==> config.mk <==
export PLATFORM = sky130hd
export DESIGN_NAME = adc_ctrl_core
export DESIGN_NICKNAME = d
export VERILOG_FILES = /design/src/adc_seq_pkg.sv /design/src/adc_cfg_pkg.sv /design/src/adc_ctrl_core.sv /design/src/adc_sample_eval.sv /design/src/adc_seq_fsm.sv
export SDC_FILE = /design/constraint.sdc
export NUM_CORES = 1
export LEC_CHECK = 0
export BUFFER_PORTS_ARGS = -buffer_cell sky130_fd_sc_hd__clkbuf_2
export CELL_PAD_IN_SITES_DETAIL_PLACEMENT = 0
export CELL_PAD_IN_SITES_GLOBAL_PLACEMENT = 1
export CORE_MARGIN = 5
export CORE_UTILIZATION = 41
export CTS_CLUSTER_SIZE = 28
export DETAILED_ROUTE_END_ITERATION = 7
export PLACE_DENSITY_LB_ADDON = 0.1
export SYNTH_ARGS = -nofsm -noshare
export SYNTH_HDL_FRONTEND = slang
export SYNTH_HIERARCHICAL = 1
export SYNTH_SLANG_ARGS = --single-unit
==> constraint.sdc <==
create_clock -name clk_aon_i -period 2.95 [get_ports clk_aon_i]
set_clock_uncertainty 0.1 [all_clocks]
set_input_delay 0 -clock clk_aon_i [delete_from_list [all_inputs] [get_ports clk_aon_i]]
set_output_delay 0 -clock clk_aon_i [all_outputs]
set_load 0.05 [all_outputs]
==> src/adc_seq_pkg.sv <==
// sequencer state encoding
// codes 6 to b were the low-power states and stay unused here
// any unused code falls back to power-down in the sequencer

`default_nettype none

package adc_seq_pkg;

  localparam int unsigned StateWidth = 4;

  // flow of the two kept modes
  // one-shot: PWRDN, PWRUP, IDLE, ONEST_0, ONEST_021, ONEST_1, PWRDN
  // normal:   PWRDN, PWRUP, IDLE, NP_0, NP_021, NP_1, NP_EVAL, NP_0 ...
  typedef enum logic [StateWidth-1:0] {
    // converter off
    PWRDN     = 4'h0,
    // waiting out the power-up time
    PWRUP     = 4'h1,
    // powered, mode is chosen here
    IDLE      = 4'h2,
    // one-shot sampling
    ONEST_0   = 4'h3,
    ONEST_021 = 4'h4,
    ONEST_1   = 4'h5,
    // normal-power sampling and evaluation
    NP_0      = 4'hc,
    NP_021    = 4'hd,
    NP_1      = 4'he,
    NP_EVAL   = 4'hf
  } adc_seq_state_e;

  // state after reset, fsm reset or enable fall
  localparam adc_seq_state_e SeqResetState = PWRDN;

endpackage

`default_nettype wire

==> src/adc_cfg_pkg.sv <==
// converter interface and configuration types for the ADC sequencer
// one converter, two channels, results are 10 bits wide
// channel-select code 3 is never driven

`default_nettype none

package adc_cfg_pkg;

  // one converter result
  localparam int unsigned AdcDataWidth = 10;
  typedef logic [AdcDataWidth-1:0] adc_data_t;

  // match vector from the external filters
  localparam int unsigned NumAdcFilter = 8;
  typedef logic [NumAdcFilter-1:0] adc_match_t;

  // power-up wait, in aon clock cycles
  localparam int unsigned PwrupTimeWidth = 4;
  typedef logic [PwrupTimeWidth-1:0] pwrup_time_t;

  // stable-sample count for normal-power detection
  localparam int unsigned SampleCntWidth = 16;
  typedef logic [SampleCntWidth-1:0] sample_cnt_t;

  // channel select toward the converter
  typedef logic [1:0] adc_chn_sel_t;
  localparam adc_chn_sel_t ChnSelNone = 2'd0;
  localparam adc_chn_sel_t ChnSel0    = 2'd1;
  localparam adc_chn_sel_t ChnSel1    = 2'd2;

endpackage

`default_nettype wire
==> src/adc_ctrl_core.sv <==
// always-on ADC controller, sequencer plus sample evaluation
// adc_d_i is only looked at with adc_d_val_i
// match vector is sampled in the evaluation cycle of normal-power mode

`default_nettype none

module adc_ctrl_core (
  input  logic                      clk_aon_i,
  input  logic                      rst_aon_ni,
  input  logic                      cfg_fsm_rst_i,
  input  logic                      cfg_adc_enable_i,
  input  logic                      cfg_oneshot_mode_i,
  input  adc_cfg_pkg::pwrup_time_t  cfg_pwrup_time_i,
  input  adc_cfg_pkg::sample_cnt_t  cfg_np_sample_cnt_i,
  input  adc_cfg_pkg::adc_match_t   adc_ctrl_match_i,
  input  adc_cfg_pkg::adc_data_t    adc_d_i,
  input  logic                      adc_d_val_i,
  output logic                      adc_pd_o,
  output adc_cfg_pkg::adc_chn_sel_t adc_chn_sel_o,
  output logic                      chn0_val_we_o,
  output logic                      chn1_val_we_o,
  output adc_cfg_pkg::adc_data_t    chn0_val_o,
  output adc_cfg_pkg::adc_data_t    chn1_val_o,
  output logic                      adc_ctrl_done_o,
  output logic                      oneshot_done_o
);

  // sequencer to evaluator
  logic chn0_sample;
  logic chn1_sample;
  logic np_eval;

  // power, channel select and the one-shot done
  adc_seq_fsm u_seq_fsm (
    .clk_aon_i          (clk_aon_i),
    .rst_aon_ni         (rst_aon_ni),
    .cfg_fsm_rst_i      (cfg_fsm_rst_i),
    .cfg_adc_enable_i   (cfg_adc_enable_i),
    .cfg_oneshot_mode_i (cfg_oneshot_mode_i),
    .cfg_pwrup_time_i   (cfg_pwrup_time_i),
    .adc_d_val_i        (adc_d_val_i),
    .adc_pd_o           (adc_pd_o),
    .adc_chn_sel_o      (adc_chn_sel_o),
    .chn0_sample_o      (chn0_sample),
    .chn1_sample_o      (chn1_sample),
    .np_eval_o          (np_eval),
    .oneshot_done_o     (oneshot_done_o)
  );

  // results and normal-power detection
  adc_sample_eval u_sample_eval (
    .clk_aon_i           (clk_aon_i),
    .rst_aon_ni          (rst_aon_ni),
    .cfg_fsm_rst_i       (cfg_fsm_rst_i),
    .cfg_np_sample_cnt_i (cfg_np_sample_cnt_i),
    .adc_d_i             (adc_d_i),
    .adc_ctrl_match_i    (adc_ctrl_match_i),
    .chn0_sample_i       (chn0_sample),
    .chn1_sample_i       (chn1_sample),
    .np_eval_i           (np_eval),
    .chn0_val_o          (chn0_val_o),
    .chn1_val_o          (chn1_val_o),
    .chn0_val_we_o       (chn0_val_we_o),
    .chn1_val_we_o       (chn1_val_we_o),
    .adc_ctrl_done_o     (adc_ctrl_done_o)
  );

endmodule

`default_nettype wire

==> src/adc_sample_eval.sv <==
// result capture and normal-power stable-match detection
// relies on the sequencer for strobes, never sees states or adc_d_val_i
// history starts cleared, so an all-zero match vector counts as stable
// a sample count of zero never fires done

`default_nettype none

module adc_sample_eval (
  input  logic                     clk_aon_i,
  input  logic                     rst_aon_ni,
  input  logic                     cfg_fsm_rst_i,
  input  adc_cfg_pkg::sample_cnt_t cfg_np_sample_cnt_i,
  input  adc_cfg_pkg::adc_data_t   adc_d_i,
  input  adc_cfg_pkg::adc_match_t  adc_ctrl_match_i,
  input  logic                     chn0_sample_i,
  input  logic                     chn1_sample_i,
  input  logic                     np_eval_i,
  output adc_cfg_pkg::adc_data_t   chn0_val_o,
  output adc_cfg_pkg::adc_data_t   chn1_val_o,
  output logic                     chn0_val_we_o,
  output logic                     chn1_val_we_o,
  output logic                     adc_ctrl_done_o
);

  adc_cfg_pkg::adc_match_t  match_q;
  adc_cfg_pkg::sample_cnt_t sample_cnt_q;

  logic match_same;
  logic cnt_hit;
  logic cnt_clr;

  // result registers and write strobes
  // both show up one cycle after the valid pulse
  always_ff @(posedge clk_aon_i or negedge rst_aon_ni) begin
    if (!rst_aon_ni) begin
      chn0_val_o    <= '0;
      chn1_val_o    <= '0;
      chn0_val_we_o <= 1'b0;
      chn1_val_we_o <= 1'b0;
    end else if (cfg_fsm_rst_i) begin
      chn0_val_o    <= '0;
      chn1_val_o    <= '0;
      chn0_val_we_o <= 1'b0;
      chn1_val_we_o <= 1'b0;
    end else begin
      chn0_val_we_o <= chn0_sample_i;
      chn1_val_we_o <= chn1_sample_i;
      if (chn0_sample_i) begin
        chn0_val_o <= adc_d_i;
      end
      if (chn1_sample_i) begin
        chn1_val_o <= adc_d_i;
      end
    end
  end

  // compare against the vector seen in the previous evaluation
  assign match_same = (adc_ctrl_match_i == match_q);
  assign cnt_hit    = (sample_cnt_q == cfg_np_sample_cnt_i);

  // restart on a changed vector, or after a detection
  assign cnt_clr = np_eval_i && (!match_same || cnt_hit);

  assign adc_ctrl_done_o = np_eval_i && match_same && cnt_hit;

  // match history, refreshed in every evaluation cycle
  always_ff @(posedge clk_aon_i or negedge rst_aon_ni) begin
    if (!rst_aon_ni) begin
      match_q <= '0;
    end else if (cfg_fsm_rst_i) begin
      match_q <= '0;
    end else if (np_eval_i) begin
      match_q <= adc_ctrl_match_i;
    end
  end

  // one count per completed channel pair
  // increment and evaluation never fall in the same cycle
  always_ff @(posedge clk_aon_i or negedge rst_aon_ni) begin
    if (!rst_aon_ni) begin
      sample_cnt_q <= '0;
    end else if (cfg_fsm_rst_i || cnt_clr) begin
      sample_cnt_q <= '0;
    end else if (chn1_sample_i) begin
      sample_cnt_q <= sample_cnt_q + 1'b1;
    end
  end

  // sequencer leaves a sampling state right after its valid, so no back-to-back
  chn0_we_pulse_a: assert property (@(posedge clk_aon_i) disable iff (!rst_aon_ni)
    chn0_val_we_o |=> !chn0_val_we_o);

  chn1_we_pulse_a: assert property (@(posedge clk_aon_i) disable iff (!rst_aon_ni)
    chn1_val_we_o |=> !chn1_val_we_o);

  // only one channel is ever being sampled
  chn_sample_onehot_a: assert property (@(posedge clk_aon_i) disable iff (!rst_aon_ni)
    !(chn0_sample_i && chn1_sample_i));

endmodule

`default_nettype wire

==> src/adc_seq_fsm.sv <==
// ADC conversion sequencer, one-shot and normal-power modes
// enable edges are seen against a registered copy of the enable
// sampling states hold until adc_d_val_i, there is no timeout
// fsm reset parks in power-down until the next enable rising edge

`default_nettype none

module adc_seq_fsm (
  input  logic                      clk_aon_i,
  input  logic                      rst_aon_ni,
  input  logic                      cfg_fsm_rst_i,
  input  logic                      cfg_adc_enable_i,
  input  logic                      cfg_oneshot_mode_i,
  input  adc_cfg_pkg::pwrup_time_t  cfg_pwrup_time_i,
  input  logic                      adc_d_val_i,
  output logic                      adc_pd_o,
  output adc_cfg_pkg::adc_chn_sel_t adc_chn_sel_o,
  output logic                      chn0_sample_o,
  output logic                      chn1_sample_o,
  output logic                      np_eval_o,
  output logic                      oneshot_done_o
);

  logic trigger_q;
  logic trigger_l2h;
  logic trigger_h2l;

  adc_cfg_pkg::pwrup_time_t pwrup_cnt_q;
  logic                     pwrup_done;

  adc_seq_pkg::adc_seq_state_e state_q;
  adc_seq_pkg::adc_seq_state_e state_d;

  logic chn0_sel;
  logic chn1_sel;

  // enable edge detect
  // copy keeps tracking through fsm reset so a held enable does not retrigger
  always_ff @(posedge clk_aon_i or negedge rst_aon_ni) begin
    if (!rst_aon_ni) begin
      trigger_q <= 1'b0;
    end else begin
      trigger_q <= cfg_adc_enable_i;
    end
  end

  assign trigger_l2h = !trigger_q && cfg_adc_enable_i;
  assign trigger_h2l = trigger_q && !cfg_adc_enable_i;

  // power-up timer, runs only in PWRUP
  // counts 0 up to cfg_pwrup_time_i, so PWRUP lasts time+1 cycles
  assign pwrup_done = (pwrup_cnt_q == cfg_pwrup_time_i);

  always_ff @(posedge clk_aon_i or negedge rst_aon_ni) begin
    if (!rst_aon_ni) begin
      pwrup_cnt_q <= '0;
    end else if (cfg_fsm_rst_i || (state_q != adc_seq_pkg::PWRUP) || pwrup_done) begin
      pwrup_cnt_q <= '0;
    end else begin
      pwrup_cnt_q <= pwrup_cnt_q + 1'b1;
    end
  end

  // state register
  // enable fall and fsm reset win over the normal flow
  always_ff @(posedge clk_aon_i or negedge rst_aon_ni) begin
    if (!rst_aon_ni) begin
      state_q <= adc_seq_pkg::SeqResetState;
    end else if (trigger_h2l || cfg_fsm_rst_i) begin
      state_q <= adc_seq_pkg::SeqResetState;
    end else begin
      state_q <= state_d;
    end
  end

  // next state and state-decoded outputs
  always_comb begin
    state_d        = state_q;
    adc_pd_o       = 1'b0;
    chn0_sel       = 1'b0;
    chn1_sel       = 1'b0;
    np_eval_o      = 1'b0;
    oneshot_done_o = 1'b0;

    case (state_q)
      adc_seq_pkg::PWRDN: begin
        adc_pd_o = 1'b1;
        if (trigger_l2h) begin
          state_d = adc_seq_pkg::PWRUP;
        end
      end

      adc_seq_pkg::PWRUP: begin
        if (pwrup_done) begin
          state_d = adc_seq_pkg::IDLE;
        end
      end

      // one cycle, mode picked here
      adc_seq_pkg::IDLE: begin
        if (cfg_oneshot_mode_i) begin
          state_d = adc_seq_pkg::ONEST_0;
        end else begin
          state_d = adc_seq_pkg::NP_0;
        end
      end

      adc_seq_pkg::ONEST_0: begin
        chn0_sel = 1'b1;
        if (adc_d_val_i) begin
          state_d = adc_seq_pkg::ONEST_021;
        end
      end

      // gap between channels, nothing selected
      adc_seq_pkg::ONEST_021: begin
        state_d = adc_seq_pkg::ONEST_1;
      end

      adc_seq_pkg::ONEST_1: begin
        chn1_sel = 1'b1;
        if (adc_d_val_i) begin
          // done rides on the channel 1 valid
          oneshot_done_o = 1'b1;
          state_d        = adc_seq_pkg::PWRDN;
        end
      end

      adc_seq_pkg::NP_0: begin
        chn0_sel = 1'b1;
        if (adc_d_val_i) begin
          state_d = adc_seq_pkg::NP_021;
        end
      end

      adc_seq_pkg::NP_021: begin
        state_d = adc_seq_pkg::NP_1;
      end

      adc_seq_pkg::NP_1: begin
        chn1_sel = 1'b1;
        if (adc_d_val_i) begin
          state_d = adc_seq_pkg::NP_EVAL;
        end
      end

      // match check happens in the evaluator during this cycle
      adc_seq_pkg::NP_EVAL: begin
        np_eval_o = 1'b1;
        state_d   = adc_seq_pkg::NP_0;
      end

      // unused low-power codes
      default: begin
        adc_pd_o = 1'b1;
        state_d  = adc_seq_pkg::PWRDN;
      end
    endcase
  end

  assign adc_chn_sel_o = chn0_sel ? adc_cfg_pkg::ChnSel0 :
                         chn1_sel ? adc_cfg_pkg::ChnSel1 :
                                    adc_cfg_pkg::ChnSelNone;

  // a sample is taken when the valid pulse lands in a sampling state
  assign chn0_sample_o = chn0_sel && adc_d_val_i;
  assign chn1_sample_o = chn1_sel && adc_d_val_i;

  // a select holds until its valid, unless power-down is forced
  chn_sel_hold_a: assert property (@(posedge clk_aon_i) disable iff (!rst_aon_ni)
    ((adc_chn_sel_o != adc_cfg_pkg::ChnSelNone) && !adc_d_val_i && !cfg_fsm_rst_i &&
     !trigger_h2l) |=> $stable(adc_chn_sel_o));

  // a powered-down converter gets no select in the cycle after either
  pd_no_chn_a: assert property (@(posedge clk_aon_i) disable iff (!rst_aon_ni)
    adc_pd_o |=> (adc_chn_sel_o == adc_cfg_pkg::ChnSelNone));

endmodule

`default_nettype wire

==> results by group <==
Detailed routing
  • Drt total wl: 6.36 mm
  • Initial DRT Pass Iterations: 5
  • Remaining antenna violation count after routing: 0
  • Initial drt markers: 69
  • Avg WL per Cell: 13.7 um
  • DR vias/cell: 4.77
  • Number of remaining DRC errors: 0
  • Via count: 2212

Clock network
  • CTS tree: built
  • CTS sink cnt: 55
  • Register clock-pin slew on the reported worst setup and hold paths: 0.11 ns
  • H-tree depth: 2
  • Root Buffer Master: clkbuf_8
  • Clock buffer depth: 2
  • Number of CTS-inserted buffers: 5
  • Postcts setup bufs: 0
  • Clk_lat worst skew: 0.31 ns

Synth
  • Area fraction in compound gates after synthesis: 4.79%
  • YS warnings: 6
  • Post-Synth Simple-Gate Area: 18.7%
  • Asr flop ratio synth: 100%
  • Adder-cell share of the synthesized area: 0.863%
  • Mux contribution to synthesized area: 10.7%
  • FF+latch count, synth: 55
  • Post-Synthesis Cell Area: 2900 sq um
  • Cell count after synthesis: 278
  • Yosys cell types: 46
  • Number of synthesized flops with an enable pin: 0
  • Mapped Nets: 324
  • Mean Syn Cell Area: 10.4 sq um
  • Main combinational cell family by area after synthesis: simple AND/OR/NAND/NOR gates
  • Seq/Total Area, Yosys: 47.5%
  • Primary FF master, synth: dfrtp_1
  • Xor/xnor share of the synthesized area: 13.9%

Final layout
  • Antenna Cells: 0
  • Layout cell share with drive strength beyond 1: 24.5%
  • Final core utilization: 53.1%
  • Layout net count: 413
  • Area growth from synthesis to layout: 25.2%
  • Filler cells: 654
  • Most frequent cells in the layout: 70 x clkbuf_2, 58 x nor2_1, 55 x dfrtp_1
  • Most common library cell in the layout ignoring fill and taps: clkbuf_2

Global routing
  • Total congestion overflow: 0
  • Initial antenna violation count: 0
  • Tot GR Track Use: 15.1%
  • Largest net degree at the start of global routing: 35
  • First-pass GRT wire length: 10.6 mm
  • Vias in the first global route: 2266

STA
  • Setup TNS: 0 ns
  • Unrepaired setup endpoints after global routing: no
  • Minimum clock period: 2.33 ns
  • FMAX: 429 MHz
  • Tightest Pin Transition: 0.868 ns
  • Final setup violation count: 0
  • Final hold vios: 0
  • Fin. max-slew vios: 0
  • Rel. slew slack: 42.1%
  • Tcrit/Tclk final: 79.1%

Flow run
  • Max Cap Viol: 0

Placed design
  • IO buf count: 70
  • DP HPWL: 4.59 mm
  • Placer Congestion: 0.800

Critical path
  • Crit path max-delay family: simple AND/OR/NAND/NOR gates
  • CP Launch Type: flop
  • Largest fanout on the critical path: 12
  • WP data arrival: 2.43 ns
  • Critical path's largest stage delay: 0.54 ns
  • CP Class: flop to flop
  • CP Cell Sequence: nand2b_1 -> mux2i_1 -> and3_1 -> nand4_1 -> nor2_1 -> and4_1 -> xnor2_1 -> nor2_1
  • CP Capture Type: flop
  • Critical Path RT: 3.05 ns
  • Critical-path top delay cell: dfrtp_1
  • CP dominant cell by count: nor2_1
  • Worst Path Buf+Inv: 0

Power and ir drop
  • Static Leak: 1.70 nW
  • VDD IR max: 0.000218 V
  • Cell-internal power: 1.10 mW
  • Power, Total: 1.56 mW
  • NetSw: 463 uW
  • Sw frac: 29.7%
  • Comb pwr share: 19.1%
  • Register share of total power: 51.5%
  • Clk pwr share: 29.4%
  • Power per cell area: 430 nW/um^2

Die
  • I/O pin total: 71
  • Initial core utilization: 42.4%
  • Die boundary width: 94.1 um
  • Core Area: 6830 sq um
  • Die ar.: 8850 sq um
  • Row Count: 30
  • Die Ht: 94.1 um

Run status
  • Status: completed

Worst hold path
  • Worst Hold Class: input pin to flop
[cells by family (layout without fill, tap and decap cells)]
| family | count (synthesis) | after routing |
|---|---|---|
| AOI/OAI and AO/OA | 17 | 17 |
| and+or+nand+nor | 109 | 109 |
| adders and majority gates | 2 | 2 |
| xor gates and xnor gates | 46 | 46 |
| muxes | 31 | 31 |
| buffers and inverters | 18 | 108 |
| DFF | 55 | 55 |
[synthesized netlist by cell type (2+ instances only)]
master	count	area share, %
nor4_1	4	0.86
nand3_1	6	1.0
nand2b_1	4	0.86
dfrtp_1	55	47
inv_1	4	0.52
nand2_1	11	1.4
buf_1	2	0.26
ha_1	2	0.86
buf_2	4	0.69
buf_4	3	0.78
o21ai_0	3	0.52
clkbuf_1	2	0.26
and4_1	2	0.60
nor2b_1	4	0.86
nor2_1	58	7.5
xnor2_1	17	5.1
mux2i_1	31	11
and3_1	2	0.43
xor2_1	29	8.8
and2_1	2	0.43
nand4_1	7	1.5
a21boi_1	2	0.52
[stage by stage]
step	cells	area, sq um	setup WS [ns]	hold slack (ns)
after floorplan	278	2900	0.346	-0.396
after global placement	435	3320	0.713	0.0237
after detailed placement	435	3320	0.644	0.0325
after CTS	464	3630	0.602	0.0790
after global routing	464	3630	0.364	0.0916
final	464	3630	0.618	0.0807
[flip-flops by register name, summed over array words and instances (netlist names)]
register,count
u_sample_eval/sample_cnt_q,16
u_sample_eval/chn0_val_we_o,1
u_sample_eval/chn1_val_we_o,1
u_sample_eval/chn1_val_o,10
u_seq_fsm/pwrup_cnt_q,4
u_sample_eval/match_q,8
u_sample_eval/chn0_val_o,10
u_seq_fsm/state_q,4
u_seq_fsm/trigger_q,1
[per-layer routing]
layer / vias up / global-route usage [%] / routed length (um)
met5: - / 0 / 0
met4: 0 / 2.89 / 15
met3: 2 / 3.93 / 378
met2: 51 / 25.1 / 3010
met1: 1053 / 19.9 / 2960
li1: 1106 / - / -
[cell type report]
type                            instances  area (sq um)  share of cell area [%]
Multi-Input combinational cell        205          1420                    39.1
Sequential cell                        55          1380                    37.9
Clock inverter                          2          17.5                   0.483
Clock buffer                            6          82.6                    2.28
Timing Repair Buffer                   96           598                    16.5
Inverter                                4          15.0                   0.414
Tap cell                               96           120                    3.31
[final timing paths]
path	start	to	slack, ns	depth (start not counted)
min reg2reg	u_seq_fsm/pwrup_cnt_q[0]	u_seq_fsm/pwrup_cnt_q[0]	0.41	1
max reg2reg	u_seq_fsm/state_q[1]	u_sample_eval/sample_cnt_q[13]	0.62	8
max in group asynchronous	rst_aon_ni	u_sample_eval/match_q[6]	1.70	3
max	u_seq_fsm/state_q[1]	u_sample_eval/sample_cnt_q[13]	0.62	8
min in group asynchronous	rst_aon_ni	u_seq_fsm/trigger_q	0.23	2
min	cfg_fsm_rst_i	u_sample_eval/chn0_val_o[6]	0.08	3
[power by group through the flow]
stage / sequential [mW] / clock [mW] / combinational (mW)
floorplan: 0.806 / 0 / 0.202
global placement: 0.817 / 0 / 0.283
detailed placement: 0.818 / 0 / 0.280
CTS: 0.803 / 0.483 / 0.303
global route: 0.810 / 0.505 / 0.328
finish: 0.804 / 0.459 / 0.297
[worst reg2reg max path, cell delays in order (launching register included)]
cell	delay, ns
dfrtp_1	0.54
nand2b_1	0.25
mux2i_1	0.17
and3_1	0.25
nand4_1	0.19
nor2_1	0.31
and4_1	0.25
xnor2_1	0.11
nor2_1	0.06
[repair_timing]
item / 4_1_cts / 5_1_grt
endpoints found under the hold margin: 63 / 0
hold buffers: 21 / 0
gates resized for setup: 0 / 0
(Power assumes the default switching activity.)
